File: config.mk
export PLATFORM = sky130hd
export DESIGN_NAME = fc_feeder_flat
export DESIGN_NICKNAME = d
export VERILOG_FILES = /design/src/design/cnn_data_pkg.sv /design/src/design/cnn_ctrl_pkg.sv /design/src/design/fc_bus_if.sv /design/src/design/fc_feeder.sv /design/src/flat_wrapper.sv
export VERILOG_INCLUDE_DIRS = /design/src /design/src/include
export SDC_FILE = /design/constraint.sdc
export NUM_CORES = 1
export LEC_CHECK = 0
export BUFFER_PORTS_ARGS = -buffer_cell sky130_fd_sc_hd__buf_2
export CORE_AREA = 8 8 151 153
export DETAILED_ROUTE_END_ITERATION = 10
export DIE_AREA = 0 0 159 161
export PLACE_DENSITY_LB_ADDON = 0.25
export SLEW_MARGIN = 20
export SYNTH_ARGS = -nofsm -noshare
export SYNTH_HDL_FRONTEND = slang
export SYNTH_SLANG_ARGS = --single-unit
File: constraint.sdc
create_clock -name clk -period 8.3 [get_ports clk]
set_input_delay 2.075 -clock clk [delete_from_list [all_inputs] [get_ports clk]]
set_output_delay 2.075 -clock clk [all_outputs]
set_load 0.02 [all_outputs]
File: src/include/fc_config.svh
`ifndef FC_CONFIG_SVH
`define FC_CONFIG_SVH

// output classes
`define FC_NEURONS 10

// pooled channels, one feature each per group
`define FC_CHANNELS 6

// two passes of 16 groups
`define FC_GROUPS 32

// one weight bit per feature of the image
`define FC_WEIGHTS 192

`define FC_DATA_W 32

`endif

File: src/design/cnn_data_pkg.sv
`include "fc_config.svh"

package cnn_data_pkg;

    // one pooled feature, two's complement
    typedef logic signed [`FC_DATA_W-1:0] feature_t;

    // channel 0 in the low word
    typedef feature_t [`FC_CHANNELS-1:0] feature_group_t;

    // running sum and final class score, wraps on overflow
    typedef logic signed [`FC_DATA_W-1:0] acc_t;

endpackage

File: src/design/cnn_ctrl_pkg.sv
`include "fc_config.svh"

package cnn_ctrl_pkg;

    typedef enum logic [1:0] {
        IDLE,
        LOAD_WEIGHTS,
        ACCEPT_FEATURES
    } feeder_state_t;

    // neuron under load, also the output slot in the drain
    typedef logic [$clog2(`FC_NEURONS)-1:0] neuron_idx_t;

    typedef logic [$clog2(`FC_GROUPS)-1:0] group_idx_t;

endpackage

File: src/design/fc_bus_if.sv
`timescale 1ns/10ps
`include "fc_config.svh"

// broadcast from the feeder to every neuron
interface fc_bus_if import cnn_data_pkg::*; ();

    logic                   clear;    // empties all accumulators
    logic                   w_valid;
    logic                   w_bit;
    logic [`FC_NEURONS-1:0] w_sel;    // one-hot, neuron taking w_bit
    logic                   f_valid;
    feature_group_t         f_group;
    logic                   f_last;   // last group of the image

    modport feeder (
        output clear,
        output w_valid,
        output w_bit,
        output w_sel,
        output f_valid,
        output f_group,
        output f_last
    );

    // w_sel is split per neuron at the top level
    modport neuron (
        input clear,
        input w_valid,
        input w_bit,
        input f_valid,
        input f_group,
        input f_last
    );

endinterface

File: src/design/fc_feeder.sv
`timescale 1ns/10ps
`include "fc_config.svh"

module fc_feeder import cnn_data_pkg::*, cnn_ctrl_pkg::*; (
    input  logic           clk,
    input  logic           rstn,
    input  logic           start,
    input  logic           weight_tvalid,
    input  logic           weight_tdata,
    output logic           weight_tready,
    input  logic           feature_valid,
    input  feature_group_t feature_data,
    fc_bus_if.feeder       bus
);

    localparam int BIT_W = $clog2(`FC_WEIGHTS);
    localparam logic [BIT_W-1:0] BIT_LAST = BIT_W'(`FC_WEIGHTS - 1);
    localparam neuron_idx_t NEURON_LAST = neuron_idx_t'(`FC_NEURONS - 1);
    localparam group_idx_t GROUP_LAST = group_idx_t'(`FC_GROUPS - 1);

    feeder_state_t    state;
    neuron_idx_t      neuron_idx;
    logic [BIT_W-1:0] bit_cnt;      // bit within the current neuron
    group_idx_t       group_idx;
    logic             w_fire;
    logic             f_take;
    logic             last_weight;
    logic             last_group;

    assign w_fire      = weight_tvalid && weight_tready;
    assign f_take      = feature_valid && (state == ACCEPT_FEATURES);  // dropped elsewhere
    assign last_weight = (neuron_idx == NEURON_LAST) && (bit_cnt == BIT_LAST);
    assign last_group  = (group_idx == GROUP_LAST);

    always_ff @(posedge clk or negedge rstn) begin
        if (!rstn) begin
            state         <= IDLE;
            weight_tready <= 1'b0;
            neuron_idx    <= '0;
            bit_cnt       <= '0;
            group_idx     <= '0;
            bus.clear     <= 1'b0;
            bus.w_valid   <= 1'b0;
            bus.f_valid   <= 1'b0;
            bus.f_last    <= 1'b0;
        end else begin
            bus.clear   <= 1'b0;
            bus.w_valid <= w_fire;
            bus.f_valid <= f_take;
            bus.f_last  <= f_take && last_group;
            case (state)
                IDLE: begin
                    if (start) begin
                        state         <= LOAD_WEIGHTS;
                        weight_tready <= 1'b1;
                        bus.clear     <= 1'b1;
                        neuron_idx    <= '0;
                        bit_cnt       <= '0;
                        group_idx     <= '0;
                    end
                end
                LOAD_WEIGHTS: begin
                    if (w_fire) begin
                        if (bit_cnt == BIT_LAST) begin
                            bit_cnt    <= '0;
                            neuron_idx <= neuron_idx + 1'b1;
                        end else begin
                            bit_cnt <= bit_cnt + 1'b1;
                        end
                        // 1920th transfer closes the load phase
                        if (last_weight) begin
                            weight_tready <= 1'b0;
                            state         <= ACCEPT_FEATURES;
                        end
                    end
                end
                ACCEPT_FEATURES: begin
                    if (f_take) begin
                        group_idx <= group_idx + 1'b1;  // wraps to 0 after the image
                        if (last_group)
                            state <= IDLE;
                    end
                end
                default: state <= IDLE;
            endcase
        end
    end

    always_ff @(posedge clk) begin
        if (w_fire) begin
            bus.w_bit <= weight_tdata;
            bus.w_sel <= {{(`FC_NEURONS-1){1'b0}}, 1'b1} << neuron_idx;
        end
        if (f_take)
            bus.f_group <= feature_data;
    end

    // the port handshake may only open during the load phase
    a_ready_in_load: assert property (
        @(posedge clk) disable iff (!rstn)
        weight_tready |-> (state == LOAD_WEIGHTS)
    );

endmodule

File: src/flat_wrapper.sv
// flat-port wrapper written by rule: the top's interface ports become plain ports
module fc_feeder_flat import cnn_data_pkg::*, cnn_ctrl_pkg::*;
  (clk, rstn, start, weight_tvalid, weight_tdata, weight_tready, feature_valid, feature_data, bus_clear, bus_w_valid, bus_w_bit, bus_w_sel, bus_f_valid, bus_f_group, bus_f_last);
  fc_bus_if bus_i ();
  input  logic clk;
  input  logic rstn;
  input  logic start;
  input  logic weight_tvalid;
  input  logic weight_tdata;
  output logic weight_tready;
  input  logic feature_valid;
  input  feature_group_t feature_data;
  output wire logic [$bits(bus_i.clear)-1:0] bus_clear;
  output wire logic [$bits(bus_i.w_valid)-1:0] bus_w_valid;
  output wire logic [$bits(bus_i.w_bit)-1:0] bus_w_bit;
  output wire logic [$bits(bus_i.w_sel)-1:0] bus_w_sel;
  output wire logic [$bits(bus_i.f_valid)-1:0] bus_f_valid;
  output wire logic [$bits(bus_i.f_group)-1:0] bus_f_group;
  output wire logic [$bits(bus_i.f_last)-1:0] bus_f_last;
  assign bus_clear = bus_i.clear;
  assign bus_w_valid = bus_i.w_valid;
  assign bus_w_bit = bus_i.w_bit;
  assign bus_w_sel = bus_i.w_sel;
  assign bus_f_valid = bus_i.f_valid;
  assign bus_f_group = bus_i.f_group;
  assign bus_f_last = bus_i.f_last;
  fc_feeder u_core (.clk(clk), .rstn(rstn), .start(start), .weight_tvalid(weight_tvalid), .weight_tdata(weight_tdata), .weight_tready(weight_tready), .feature_valid(feature_valid), .feature_data(feature_data), .bus(bus_i));
endmodule
Word-level counts from Yosys, hierarchy flattened
Index checks and enable logic that the tools add are counted.

Register bits after elaboration: 227. Bits of input ports: 198.

Shift operators: 1. Add/sub/neg operators: 3. Mux-type cells: 23. Reductions and logical operators: 12. Eq/ne operators: 11.

Operators with widths (count): 2-to-1 mux 8 bit (3); one-hot mux 8 bit (2 select lines) (1); 2-to-1 mux 4 bit (3); 2-to-1 mux 2 bit (5); 2-to-1 mux 5 bit (2); != test 2 x 1 -> 1 bit (second input constant) (5); one-hot mux 5 bit (2 select lines) (1); << shifter 1 x 4 -> 10 bit (first input constant) (1); adder 8 x 1 -> 8 bit (second input constant) (1); == test 8 bit (second input constant) (1); one-hot mux 4 bit (2 select lines) (1); AND reduction 4 bit (2); one-hot mux 2 bit (3 select lines) (1); AND reduction 3 bit (2); adder 5 x 1 -> 5 bit (second input constant) (1); == test 5 bit (second input constant) (1); 2-to-1 mux 1 bit (5); AND reduction 5 bit (1); adder 4 x 1 -> 4 bit (second input constant) (1); == test 4 bit (second input constant) (1); logical AND 1 bit (4); nonzero test 2 bit (2); == test 2 x 1 -> 1 bit (second input constant) (1); == test 2 bit (second input constant) (1); other kinds (3) (3).

Longest topological paths before layout
Depth after elaboration: 5. Gate-level depth with buffers: 6. Gate-level depth less buffers: 6.

Least setup slack after synthesis
OpenSTA, ideal clock, no wires.

Kind: input to register. Start point: input port feature_valid. End point: register u_core.group_idx[0]. Cell stages on the path: 4. Setup time: 0.157 ns. Arrival time: 8.544 ns. Path slack: -0.401 ns. Cell sequence: and3b_1 -> clkbuf_1 -> nor2_1 -> mux2_2.

Word-level cells in the longest chain between the ends: 3.

Ends and longest elaborated chain: from (decl) (line flat_wrapper.sv:11) `input logic feature_valid;`; logical AND 1 bit (line fc_feeder.sv:31) `assign f_take = feature_valid && (state == ACCEPT_FEATURES);`; net u_core.f_take (line fc_feeder.sv:26) `logic f_take;`; != test 2 x 1 -> 1 bit (no line); AND reduction 3 bit (no line); to (signal assigned) (line fc_feeder.sv:79) `group_idx <= group_idx + 1'b1;`; to (decl) (line fc_feeder.sv:24) `group_idx_t group_idx;`.

The timed path passes the listed nets, and every way through them passes these cells. A chain may end at the register's enable or synchronous reset.

Final worst setup path
Start point: input port feature_valid. End point: register u_core.bus.f_group[14] (enable).

Word-level cells in the longest chain between the ends: 1.

Ends and longest elaborated chain: logical AND 1 bit (line fc_feeder.sv:31); to (signal assigned) (line fc_feeder.sv:95) `bus.f_group <= feature_data;`; to (decl) (line fc_bus_if.sv:21) `output f_group,`.

Every way passes these cells.

==> summary.txt <==
Status = finished clean
Synthesized area = 7380 um2
Clk root buf = clkbuf_16
Remaining DRCs = 0
Count of final setup violators = 0
Global-route wire length before repair = 32600 um
CP required = 8420 ps
Worst R2R Start = u_core.state[0]$_DFFE_PN0P_
Critical path type = in2reg
Starting Density = 35.9%
Final hold violation count = 0
CTS tree = done
GPL Wtd Cong = 0.838
Seq pwr share = 52.3%
Fraction of layout cells with a size suffix above 1 = 57.3%
Worst-skew pair later-pin latency = 500 ps
Num CTS Buffers = 24
Cell count after synthesis = 331
Maximum clock frequency = 0.279 GHz
CP startpoint kind = input port
CP endpoint kind = register
I/O Pins = 406
Cell Int Power = 1980 uW
Total track usage = 16.8%
Area Growth Syn to Fin = 43.1%
Worst-Margin Slew = 1020 ps
EDFF count, synth = 203
Most used flip-flop cell after synthesis = edfxtp_1
Minimum clock period = 3590 ps
Clock Tree Buf Depth = 3
Switching Fraction = 18.7%
Input/output buffers = 405
FILL cells = 1755
Synthesized Nets = 536
Seq/Total Area, Yosys = 90.7%
Most frequent cells in the layout = buf_2 (405), edfxtp_1 (203), clkbuf_16 (25), dfrtp_1 (24), nand2_1 (15)
Total congestion overflow = 0
Slew headroom = 31.9%
Flop2flop setup slack = 5760 ps
Clock power frac = 44.3%
Ys Warns = 0
R2r endpoint = u_core.bus.f_group[14]$_DFFE_PP_
Hold path depth = 1
Clock Sinks = 227
Post-CTS sizing = 0
DR vias = 4722
Die ar. = 25600 um2
Fin Setup TNS = 0 ps
Worst Hold Class = reg2reg
Register bit total from synthesis = 227
Psw = 455 uW
Leak pwr = 0.00443 uW
Drt pass-1 iters = 5
CTS clock-pin slew for the worst setup and hold paths = 60 ps
VDD IR max = 0.134 mV
Avg Synthesized Cell Area = 22.3 um2
Hold buffers post-CTS = 0
Final period util = 43.2%
Final WL = 22900 um
Commonest non-fill, non-tap cell in the layout = buf_2
Combinational share of power = 3.4%
Power Density = 230 nW/um2
Pins Over Slew Limit = 0
Util after Layout = 51.4%
FF-to-FF path depth = 2
CORE AREA = 20600 um2
WL/cell = 21.7 um
Worst Min Path Start = u_core.group_idx[4]$_DFFE_PN0P_
Initial antenna violation count = 7
NumNets Final = 966
Layout Skew = 6.83 ps
Starting DRT DRC Count = 295
Height of the die = 161 um
Post-DP HPWL = 18300 um
Synth unique cells = 40
Worst Hold Path EP = u_core.group_idx[4]$_DFFE_PN0P_
Die width = 159 um
Async set-reset flop share out of synthesis = 10.6%
RSZ-0062 raised after global routing = no
Postcts setup bufs = 0
FP Rows = 53
Worst Path Arrival = 3710 ps
Htree depth = 1
Maxcap violations = 0
DR vias/cell = 4.46
Final ANT Viol Nets = 0
Pin count of the biggest net entering global routing = 84
Vias in the first global route = 4953
CP max FO = 83
flip-flops by register name, indices dropped and copies added, names as in the netlist, 2 cells and up:
signal	count
u_core.bit_cnt	8
u_core.bus.f_group	192
u_core.bus.w_sel	10
u_core.group_idx	5
u_core.neuron_idx	4
u_core.state	2
cells in the mapped netlist, drive strengths merged, types with 3 or more instances:
cell | count | share of area, %
dfrtp | 24 | 8.1
a21oi | 5 | 0.39
and2 | 8 | 0.68
nand2 | 15 | 0.76
ha | 7 | 1.2
nor2 | 11 | 0.56
edfxtp | 203 | 83
nand3 | 4 | 0.27
o21ai | 7 | 0.47
a22o | 4 | 0.47
inv | 3 | 0.15
xnor2 | 4 | 0.47
and3b | 3 | 0.36
power groups by stage:
stage	sequential, uW	clock [uW]	combinational [uW]
2_1_floorplan	1290	0	24.5
5_1_grt	1270	1150	91.1
6_report	1270	1080	82.0
4_1_cts	1270	1110	83.1
3_5_place_dp	1290	0	83.2
3_3_place_gp	1300	0	79.4
layer usage:
layer	share of wire (%)	global-route usage, %	vias up
met2	55	31.7	238
met4	2.7	6.00	4
met5	0.12	0	-
li1	-	-	2147
met1	34	16.8	2286
met3	8.7	6.01	47
kinds of logic (layout without fill, tap and decap cells):
family / count (synthesis) / after routing / synth area share [%]
buf+inv: 7 / 454 / 0.559
simple gates: 57 / 57 / 4.15
xor+xnor: 6 / 6 / 0.712
flops: 227 / 227 / 90.7
mux: 1 / 1 / 0.153
fa+ha+maj: 7 / 7 / 1.19
compound gates: 26 / 26 / 2.54
other cells: 0 / 5 / 0
through the flow:
stage | hold WS (ps) | worst slack, ps | std cells | power [uW] | cell area, um2
detailed placement | 522 | 4180 | 1010 | 1380 | 9750
global placement | 491 | 4240 | 1010 | 1370 | 9750
global route | 565 | 4590 | 1058 | 2510 | 10600
floorplan | 470 | 2780 | 331 | 1320 | 7380
CTS | 542 | 4720 | 1053 | 2470 | 10600
finish | 532 | 4710 | 1058 | 2430 | 10600
how the worst max path moves through the flow:
stage | cells past startpoint | endpoint | from
finish | 3 | u_core.bus.f_group[14]$_DFFE_PP_ | feature_valid
global route | 3 | u_core.bus.f_group[100]$_DFFE_PP_ | feature_valid
CTS | 3 | u_core.bus.f_group[164]$_DFFE_PP_ | feature_valid
detailed placement | 3 | u_core.bus.f_group[119]$_DFFE_PP_ | feature_valid
global placement | 3 | u_core.bus.f_group[119]$_DFFE_PP_ | feature_valid
floorplan | 4 | u_core.group_idx[0]$_DFFE_PN0P_ | feature_valid
area by class of cell:
type	instances	area [um2]	area share (%)
tap	275	344	3.26
inverter	4	15.0	0.142
clock inverter	13	163	1.54
antenna	5	12.5	0.118
clock buffer	30	644	6.10
multi-input combinational	97	649	6.15
timing repair buffer	407	2040	19.3
sequential	227	6700	63.4
critical path, stage by stage:
cell and delay, ps:
buf_2 90, and3b_4 590, buf_4 890
No activity file was read; power rests on OpenSTA's default activity.
