$ cat config.mk
export PLATFORM = sky130hd
export DESIGN_NAME = fc_neuron_flat
export DESIGN_NICKNAME = d
export VERILOG_FILES = /design/src/design/cnn_data_pkg.sv /design/src/design/fc_bus_if.sv /design/src/design/fc_neuron.sv /design/src/flat_wrapper.sv
export VERILOG_INCLUDE_DIRS = /design/src /design/src/include
export SDC_FILE = /design/constraint.sdc
export NUM_CORES = 1
export LEC_CHECK = 0
export ABC_CLOCK_PERIOD_IN_PS = 16450
export CELL_PAD_IN_SITES_DETAIL_PLACEMENT = 1
export CELL_PAD_IN_SITES_GLOBAL_PLACEMENT = 1
export CORE_UTILIZATION = 56
export CTS_BUF_LIST = sky130_fd_sc_hd__clkbuf_8
export DETAILED_ROUTE_END_ITERATION = 7
export DONT_BUFFER_PORTS = 1
export PLACE_DENSITY_LB_ADDON = 0.1
export SYNTH_ARGS = -nofsm -noshare
export SYNTH_HDL_FRONTEND = slang
export SYNTH_SLANG_ARGS = --single-unit
$ cat constraint.sdc
create_clock -name clk -period 16.45 [get_ports clk]
set_input_delay 2.4675 -clock clk [delete_from_list [all_inputs] [get_ports clk]]
set_output_delay 2.4675 -clock clk [all_outputs]
set_load 0.005 [all_outputs]
$ cat src/include/fc_config.svh
`ifndef FC_CONFIG_SVH
`define FC_CONFIG_SVH

// output classes
`define FC_NEURONS 10

// pooled channels, one feature each per group
`define FC_CHANNELS 6

// two passes of 16 groups
`define FC_GROUPS 32

// one weight bit per feature of the image
`define FC_WEIGHTS 192

`define FC_DATA_W 32

`endif

$ cat src/design/cnn_data_pkg.sv
`include "fc_config.svh"

package cnn_data_pkg;

    // one pooled feature, two's complement
    typedef logic signed [`FC_DATA_W-1:0] feature_t;

    // channel 0 in the low word
    typedef feature_t [`FC_CHANNELS-1:0] feature_group_t;

    // running sum and final class score, wraps on overflow
    typedef logic signed [`FC_DATA_W-1:0] acc_t;

endpackage

$ cat src/design/fc_bus_if.sv
`timescale 1ns/10ps
`include "fc_config.svh"

// broadcast from the feeder to every neuron
interface fc_bus_if import cnn_data_pkg::*; ();

    logic                   clear;    // empties all accumulators
    logic                   w_valid;
    logic                   w_bit;
    logic [`FC_NEURONS-1:0] w_sel;    // one-hot, neuron taking w_bit
    logic                   f_valid;
    feature_group_t         f_group;
    logic                   f_last;   // last group of the image

    modport feeder (
        output clear,
        output w_valid,
        output w_bit,
        output w_sel,
        output f_valid,
        output f_group,
        output f_last
    );

    // w_sel is split per neuron at the top level
    modport neuron (
        input clear,
        input w_valid,
        input w_bit,
        input f_valid,
        input f_group,
        input f_last
    );

endinterface

$ cat src/design/fc_neuron.sv
`timescale 1ns/10ps
`include "fc_config.svh"

module fc_neuron import cnn_data_pkg::*; (
    input  logic     clk,
    input  logic     rstn,
    input  logic     sel,
    fc_bus_if.neuron bus,
    output acc_t     sum,
    output logic     sum_valid
);

    // bit k = group*6 + channel, first bit loaded ends up at bit 0
    logic [`FC_WEIGHTS-1:0] weights;
    acc_t                   acc;
    acc_t                   term;
    acc_t                   acc_next;

    always_ff @(posedge clk) begin
        if (sel && bus.w_valid)
            weights <= {bus.w_bit, weights[`FC_WEIGHTS-1:1]};
        else if (bus.f_valid)
            // rotate, so the store is intact again after 32 groups
            weights <= {weights[`FC_CHANNELS-1:0], weights[`FC_WEIGHTS-1:`FC_CHANNELS]};
    end

    // binary weight: 1 adds the feature, 0 subtracts it
    always_comb begin
        term = '0;
        for (int c = 0; c < `FC_CHANNELS; c++) begin
            if (weights[c])
                term = term + bus.f_group[c];
            else
                term = term - bus.f_group[c];
        end
    end

    assign acc_next = acc + term;

    always_ff @(posedge clk or negedge rstn) begin
        if (!rstn) begin
            acc       <= '0;
            sum_valid <= 1'b0;
        end else begin
            sum_valid <= bus.f_valid && bus.f_last;
            if (bus.clear)
                acc <= '0;
            else if (bus.f_valid)
                acc <= acc_next;
        end
    end

    always_ff @(posedge clk) begin
        if (bus.f_valid && bus.f_last)
            sum <= acc_next;   // includes the last group
    end

    // loading and feature phases never overlap on the bus
    a_no_overlap: assert property (
        @(posedge clk) disable iff (!rstn)
        !(bus.f_valid && bus.w_valid)
    );

endmodule

$ cat src/flat_wrapper.sv
// flat-port wrapper written by rule: the top's interface ports become plain ports
module fc_neuron_flat import cnn_data_pkg::*;
  (clk, rstn, sel, sum, sum_valid, bus_clear, bus_w_valid, bus_w_bit, bus_f_valid, bus_f_group, bus_f_last);
  fc_bus_if bus_i ();
  input  logic clk;
  input  logic rstn;
  input  logic sel;
  output acc_t sum;
  output logic sum_valid;
  input wire logic [$bits(bus_i.clear)-1:0] bus_clear;
  input wire logic [$bits(bus_i.w_valid)-1:0] bus_w_valid;
  input wire logic [$bits(bus_i.w_bit)-1:0] bus_w_bit;
  input wire logic [$bits(bus_i.f_valid)-1:0] bus_f_valid;
  input wire logic [$bits(bus_i.f_group)-1:0] bus_f_group;
  input wire logic [$bits(bus_i.f_last)-1:0] bus_f_last;
  assign bus_i.clear = bus_clear;
  assign bus_i.w_valid = bus_w_valid;
  assign bus_i.w_bit = bus_w_bit;
  assign bus_i.f_valid = bus_f_valid;
  assign bus_i.f_group = bus_f_group;
  assign bus_i.f_last = bus_f_last;
  fc_neuron u_core (.clk(clk), .rstn(rstn), .sel(sel), .bus(bus_i), .sum(sum), .sum_valid(sum_valid));
endmodule
; ---- Yosys cells after proc, flatten, opt, wreduce, memory -nomap -nowiden
; Index checks and enable logic that the tools add are counted.
[classes]
n_reduce_logical = 4
n_mux = 10
addsub = 12
[ops]
columns = op, n
row1 = 192-bit two-way mux, 2
row2 = 32-bit two-way mux, 8
row3 = 32-bit adder, 6
row4 = 32-bit subtractor, 5
row5 = "1-bit by 32-bit subtractor with 32-bit output, first input constant", 1
row6 = 2-bit nonzero test, 2
row7 = 1-bit logical AND, 2
[totals]
reg_bits = 257
elab_cells = 30
output_inout_bits = 33
in_bits = 200

; ---- Logic depth before layout (Yosys ltp)
; Gate-level depths: netlist (run 1).
[depth]
depth_word = 15
mapped_depth = 60

; ---- Worst setup path before layout (run 1)
; OpenSTA, ideal clock, no wires.
[synth_path]
path_type = input to register
from = input bus_f_group[0]
to = register u_core.acc[31]
t_arrival_ns = 12.078
required_ns = 16.331
setup_slack_ns = 4.253
stages = 51
setup_time_ns = 0.119
cell_sequence = inv_1 > ha_1 > mux2_2 > fa_1 > a21o_1 > a21o_1 > a21oi_1 > o21bai_1 > xor2_1 > ha_1 > a2111oi_0 > o21a_1 > o221ai_1 > and3_1 > nor2_1 > xnor2_1 > ha_1 > a21o_1 > [... 15 more ...] > o21ai_1 > a21o_1 > xor2_1 > ha_1 > a21oi_1 > nor3b_1 > o211ai_2 > a311oi_1 > nor2_1 > ha_1 > a2111oi_0 > a21oi_1 > a21oi_1 > a21oi_1 > xor2_1 > xnor3_1 > xnor2_1 > o21a_1
[synth_via]
elab_chain_cells = 15
word_cells_on_any_way = 20
cone_classes = add/sub: 12 / mux: 8
[synth_lines]
columns = element, line_no
row1 = "start, declared", flat_wrapper.sv:14  ; input wire logic [$bits(bus_i.f_group)-1:0] bus_f_group;
row2 = 1-bit by 32-bit subtractor with 32-bit output, fc_neuron.sv:34  ; term = term - bus.f_group[c];
row3 = 32-bit two-way mux (*), fc_neuron.sv:31  ; if (weights[c])
row4 = 32-bit subtractor / 32-bit adder (equally long branches), "fc_neuron.sv:34, fc_neuron.sv:32"
row5 = 32-bit two-way mux (*), fc_neuron.sv:31
row6 = 32-bit subtractor / 32-bit adder (equally long branches), "fc_neuron.sv:34, fc_neuron.sv:32"
row7 = 32-bit two-way mux (*), fc_neuron.sv:31
row8 = 32-bit subtractor / 32-bit adder (equally long branches), "fc_neuron.sv:34, fc_neuron.sv:32"
row9 = 32-bit two-way mux (*), fc_neuron.sv:31
row10 = 32-bit subtractor / 32-bit adder (equally long branches), "fc_neuron.sv:34, fc_neuron.sv:32"
row11 = 32-bit two-way mux (*), fc_neuron.sv:31
row12 = 32-bit subtractor / 32-bit adder (equally long branches), "fc_neuron.sv:34, fc_neuron.sv:32"
row13 = 32-bit two-way mux (*), fc_neuron.sv:31
row14 = 32-bit adder (*), fc_neuron.sv:38  ; assign acc_next = acc + term;
row15 = net u_core.acc_next[31], fc_neuron.sv:17  ; acc_t acc_next;
row16 = 32-bit two-way mux (*), fc_neuron.sv:48  ; else if (bus.f_valid)
row17 = 32-bit two-way mux (*), fc_neuron.sv:46  ; if (bus.clear)
row18 = "end signal, assigned", fc_neuron.sv:49  ; acc <= acc_next;
row19 = "end, declared", fc_neuron.sv:15  ; acc_t acc;
; Mark *: on every way through the listed nets, which the timed path passes. The rest lies on a longest branch. The select of a mux whose other input is x is not followed.
; A chain may end at the register's enable or synchronous reset.

; ---- Worst setup path in the final report (run 1)
; Ends and elaborated chain as after synthesis.

==> results of run 1 <==
## state kept, by name, indices dropped and copies added (netlist names)
signal and cells:
u_core.weights 192, u_core.sum_valid 1, u_core.acc 32, u_core.sum 32
## how the worst max path moves through the flow
stage | startpoint | to | slack, ns | cells past startpoint
floorplan | bus_f_group[0] | u_core.acc[31] | 4.25 | 51
global placement | bus_f_group[0] | u_core.acc[31] | 2.73 | 54
detailed placement | bus_f_group[0] | u_core.acc[31] | 2.39 | 54
CTS | bus_f_group[0] | u_core.acc[31] | 2.87 | 54
global route | bus_f_group[0] | u_core.acc[31] | 1.88 | 54
finish | bus_f_group[0] | u_core.acc[31] | 2.74 | 54
## cells in the mapped netlist, drive strengths merged (6+ instances only)
master    n  area [um^2]
a21boi    7         52.6
a211oi   22          170
o211ai   11         87.6
o31ai    10         75.1
a21oi   244         1220
fa        6          120
xnor2   165         1450
buf      10         38.8
mux2    195         2200
xor2    171         1500
o21bai   24          180
edfxtp  224         6730
nor3     66          335
and2      9         56.3
a31oi    36          231
and3     17          106
o21a     31          233
mux2i    28          280
dfrtp    33          826
a21o     69          518
or4      20          161
inv     102          383
nand2b   25          156
nor2    247          927
nand3    27          135
o21ai    79          395
or3      17          106
a41oi     7         87.6
nand4     9         56.3
and4      6         52.6
nor2b    22          138
clkbuf   47          176
nand2    82          308
nor4     23          163
ha      193         2410
## metal layers
layer	track usage (%)	share of wire, %
met1	37.9	42
met2	54.3	50
met3	5.71	5.2
met4	9.36	3.0
met5	0	0.020
## stage by stage
step,setup WS (ns),hold WS [ns],util (%),area [um^2],instances
floorplan,4.25,0.472,-,22900,2367
global placement,2.73,0.484,58.5,23400,2847
CTS,2.87,0.528,60.4,24100,2919
detailed placement,2.39,0.514,58.5,23400,2847
finish,2.74,0.525,60.4,24100,2919
global route,1.88,0.561,60.4,24100,2919
## final cells by class
type                       instances  share of cell area (%)
multi-input combinational       1951                    61.0
sequential                       257                    31.3
tap                              525                    2.72
clock buffer                      42                    2.39
inverter                         102                    1.59
clock inverter                    30                   0.679
timing repair buffer              12                   0.373
## logic make-up after synthesis
kind of cell,count (synthesis),share of synthesized area (%)
fa+ha+maj,199,11.1
buf+inv,159,2.62
compound gates,594,16.5
flops,257,33.0
mux,223,10.8
simple gates,597,12.8
xor+xnor,338,13.1
## critical path, delay by kind of cell
family | cells | cell delay (ns)
AOI/OAI and AO/OA | 23 | 5.37
adders and majority gates | 7 | 2.02
buffers and inverters | 1 | 0.05
and+or+nand+nor | 15 | 2.66
xor gates and xnor gates | 8 | 1.58
==> summary.md, run 1 <==
| Metric | Value |
|---|---|
| CTS buffer count | `40` |
| Fill cell count | `approximately 4.5k` |
| Die area | `about 42000 um^2` |
| All-Layer GR Usage | `between 30% and 40%` |
| Global-route wire length before repair | `between 100000 and 150000 um` |
| CTS tree | `done` |
| Vias post-DR | `around 18k` |
| Clock Root Buffer | `clkbuf_8` |
| Largest net degree at the start of global routing | `between 90 and 100` |
| Hold Fails Final Rpt | `0` |
| Congestion Overflow GR | `0` |
| Clk slew on worst S/H paths | `approximately 0.070 ns` |
| Initial detailed-routing violation count | `950` |
| Total wire length | `65500 um` |
| Hold Startpoint | `u_core.acc[18]` |
| Post-CTS Hold Buffers | `0` |
| Netlist Area Pre-Place | `~23000 um^2` |
| Register area share after synthesis | `between 30 and 40%` |
| Actual slew at the worst max-slew pin | `1.31 ns` |
| Slew Limit Fails | `0` |
| Syn. warnings | `0` |
| Outcome | `finished clean` |
| Final GP Congestion | `0.948` |
| Initial antenna violation count | `1` |
| FF/Latch Area | `about 7600 um^2` |
| Crit path top cell by count | `a21oi_1` |
| Final Cycle Share | `83.4%` |
| Synth Register Bits | `~260` |
| Synthesized area per cell | `a little under 10 um^2` |
| Ports | `around 230` |
| Starting Density | `~57%` |
| H-tree depth | `2` |
| Max Buffers Root-to-Sink | `3` |
| Largest stage delay, worst path | `0.54 ns` |
| R2R depth | `50` |
| Buffers on Ports | `0` |
| Endpoints failing setup | `0` |
| Commonest non-fill, non-tap cells in the layout | `nor2_1, a21oi_1, edfxtp_1, mux2_2, ha_1` |
| Final TNS setup | `0 ns` |
| Mapped Nets | `around 2.8k` |
| Most common cell after layout, fill and taps aside | `nor2_1` |
| Number of global-route vias before repair | `19.1k` |
| Setup Skew | `about 0.028 ns` |
| Setup CP Type | `in -> reg` |
| HP Class | `reg -> reg` |
| CP Max Fanout | `5` |
| Crit path arrival time | `around 14 ns` |
| Area of the multi-input gates | `approximately 15000 um^2` |
| Critical Path Sink Type | `register` |
| WL per Instance | `roughly 22 um` |
| Top_reg_cell synth | `edfxtp_1` |
| Layout cells sized above 1 | `a little under an eighth` |
| Cell variety after synth | `87` |
| # diodes | `0` |
| Post-DP HPWL | `about 52000 um` |
| Worst Path Required | `~17 ns` |
| Reg2reg start | `u_core.weights[0]` |
| End of the worst hold path | `u_core.acc[18]` |
| Residual DRC | `0` |
| Max Clock Freq | `72.9 MHz` |
| Worst flop-to-flop path endpoint | `u_core.acc[31]` |
| CP max-delay cell | `a2111oi_0` |
| CTS resizes | `0` |
| Average vias per placed instance | `6.23` |
| Nets@finish | `around 2.8k` |
| Syn Inst Count | `between 2k and 2.5k` |
| CP Launch Type | `primary input` |
| RSZ-0062 raised after global routing | `false` |
| Max_cap viols | `0` |
| Number of post-CTS setup repair buffers | `0` |
| Layout area overhead | `5.64%` |
| Worst-Skew Late Latency | `0.57 ns` |
| Worst slew margin | `11.6%` |
| Worst Hold Depth | `1` |
| Clock sink count | `between 200 and 300` |
| Die H | `~200 um` |
| Pre-Repair DR Iteration Count | `5` |
| Share of flip-flops with an asynchronous set or reset | `about an eighth` |
| Reg-to-reg slack, setup | `4.14 ns` |
| Min Tclk post-route | `~14 ns` |
| EDFF count, synth | `approximately 220` |
| Core Area | `approximately 40000 um^2` |
| Remaining antenna violation count after routing | `0` |
| Row cnt | `between 70 and 80` |
| Die width | `about 200 um` |
Power of run 1 is not shown: default switching activity piles up to over one toggle a cycle in this logic, so the estimate is an artifact.
==> inputs of run 2 (changes only) <==
Settings changed: ABC_CLOCK_PERIOD_IN_PS 16450 to 12500, CORE_UTILIZATION 56 to 47.
Clock period 16.45 ns to 12.5 ns, I/O delays scaled along.
==> summary.md, run 2 (same netlist as run 1, synthesis figures left out) <==
| Metric | Value |
|---|---|
| CTS tree | `done` |
| Fill cell count | `5389 (+21%)` |
| CTS buffer count | `40 (unchanged)` |
| Ports | `233 (unchanged)` |
| Worst Path Required | `12.94 ns (-3.96 ns)` |
| Core Area | `47800 um^2 (+20%)` |
| Congestion Overflow GR | `0 (unchanged)` |
| Largest stage delay, worst path | `0.43 ns (-0.11 ns)` |
| Total wire length | `63400 um (-3.3%)` |
| Number of flip-flops in the largest register | `192 (unchanged)` |
| Placed Instances | `2963 (+4.1%)` |
| All-Layer GR Usage | `24.9% (-5.9 points)` |
| Remaining antenna violation count after routing | `0 (unchanged)` |
| HP Class | `reg -> reg` |
| WL per Instance | `20.9 um (-7.0%)` |
| Layout cells sized above 1 | `14.4% (+2.5 points)` |
| Setup Skew | `0.0297 ns (+0.00139 ns)` |
| Setup CP Type | `in -> reg` |
| Residual DRC | `0 (unchanged)` |
| Clock sink count | `257 (unchanged)` |
| Actual slew at the worst max-slew pin | `1.25 ns (-0.0610 ns)` |
| Min Tclk post-route | `between 10 and 15 ns` |
| CP Launch Type | `primary input` |
| Initial antenna violation count | `1 (unchanged)` |
| Hold Fails Final Rpt | `0 (unchanged)` |
| Commonest non-fill, non-tap cells in the layout | `nor2_1, a21oi_1, edfxtp_1, mux2_2, ha_1` |
| Buffers on Ports | `0 (unchanged)` |
| Placement Cell Area | `23700 um^2 (+1.3%)` |
| Critical Path Sink Type | `register` |
| Nets@finish | `2794 (+1.1%)` |
| Die area | `49500 um^2 (+19%)` |
| Clk slew on worst S/H paths | `0.07 ns (about the same)` |
| H-tree depth | `2 (unchanged)` |
| Max_cap viols | `0 (unchanged)` |
| Die width | `223 um (+9.1%)` |
| Final GP Congestion | `0.945 (-0.28%)` |
| Most common cell after layout, fill and taps aside | `nor2_1` |
| Final Cell Area | `24700 um^2 (+2.2%)` |
| Number of global-route vias before repair | `18.7k (-1.8%)` |
| Row cnt | `80 (+9.6%)` |
| Layout area overhead | `7.97%` |
| Slew Limit Fails | `0 (unchanged)` |
| Clock Root Buffer | `clkbuf_8` |
| Worst slew margin | `15.7% (+4.1 points)` |
| Largest registers | `u_core.weights x192, u_core.acc x32, u_core.sum x32` |
| Max Buffers Root-to-Sink | `3 (unchanged)` |
| Crit path arrival time | `12.41 ns (-1.75 ns)` |
| Largest net degree at the start of global routing | `85 (-8.6%)` |
| Final Non-Filler Cells | `3036 (+4.0%)` |
| Post-DP HPWL | `51500 um (-0.49%)` |
| Starting Density | `47.8% (-9.4 points)` |
| Worst-Skew Late Latency | `0.57 ns (about the same)` |
| Vias post-DR | `17.8k (-1.9%)` |
| # diodes | `0 (unchanged)` |
| Global-route wire length before repair | `99000 um (-2.3%)` |
| Final core occ | `51.6% (-8.8 points)` |
| Final Cycle Share | `a little over nine tenths` |
| CP Max Fanout | `6 (+1)` |
| Outcome | `finished clean` |
| CP max-delay cell | `xnor3_1` |
| Biggest register | `u_core.weights` |
| Average vias per placed instance | `5.88 (-5.7%)` |
| Post-CTS Hold Buffers | `0 (unchanged)` |
| Max Clock Freq | `~84 MHz` |
| Die H | `223 um (+9.1%)` |
| Pre-Repair DR Iteration Count | `5 (unchanged)` |
| Endpoints failing setup | `0 (unchanged)` |
| Initial detailed-routing violation count | `839 (-12%)` |
==> run 2: changes by cell type in the layout (fill, tap and decap cells not counted), sizes merged <==
| cell | delta |
|---|---|
| buf | +31 |
| bufinv | +1 |
| clkbuf | -2 |
| clkinv | -4 |
| clkinvlp | +1 |
==> run 2: repair_timing <==
| item | CTS | global route |
|---|---|---|
| setup endpoints to repair | 0 | 8 |
| resized for setup | 0 | 41 |
| setup buffers | 0 | 5 |
==> run 2: path summary, 6_finish.rpt <==
kind	startpoint	to	slack, ns	cells after the start
setup / recovery	bus_f_group[0]	u_core.acc[31]	0.53	55
hold / removal	u_core.acc[18]	u_core.acc[18]	0.51	1
setup reg to reg	u_core.weights[1]	u_core.acc[31]	1.41	51
hold reg to reg	u_core.acc[18]	u_core.acc[18]	0.51	1
max in group asynchronous	rstn	u_core.acc[2]	11.38	0
min in group asynchronous	rstn	u_core.acc[14]	1.01	0
==> run 2: layer usage <==
metal  routed length, um  GRT usage, %  vias up
met4                1090          4.78        2
met3                2180          3.54       66
met2               31400          44.2      244
met5                  13             0        -
li1                    -             -     8792
met1               28700          32.2     8741
==> run 2: stage by stage <==
stage               setup slack, ns  hold WS (ns)  TNS [ns]
global placement            0.00984         0.482         0
floorplan                     0.896         0.472         0
CTS                           0.138         0.511         0
global route                -0.0751         0.525   -0.0925
finish                        0.530         0.507         0
detailed placement           -0.345         0.494    -0.665
==> run 2: final cells by class <==
type	instances	area, um^2	share of cell area (%)
Multi-Input combinational cell	1951	14900	60.4
Clock buffer	40	551	2.23
Clock inverter	28	191	0.776
Sequential cell	257	7550	30.6
Tap cell	615	769	3.12
Inverter	102	383	1.55
Timing Repair Buffer	43	323	1.31
==> run 2: worst max-delay path: cells and delay by family <==
family / cells / cell delay (ns)
AND/OR/NAND/NOR: 16 / 2.23
XOR/XNOR: 8 / 1.53
AO/OA/AOI/OAI: 23 / 4.37
adder cells (fa/ha/maj): 7 / 2.33
buffers and inverters: 1 / 0.02
Power of run 2 is left out for the same reason.
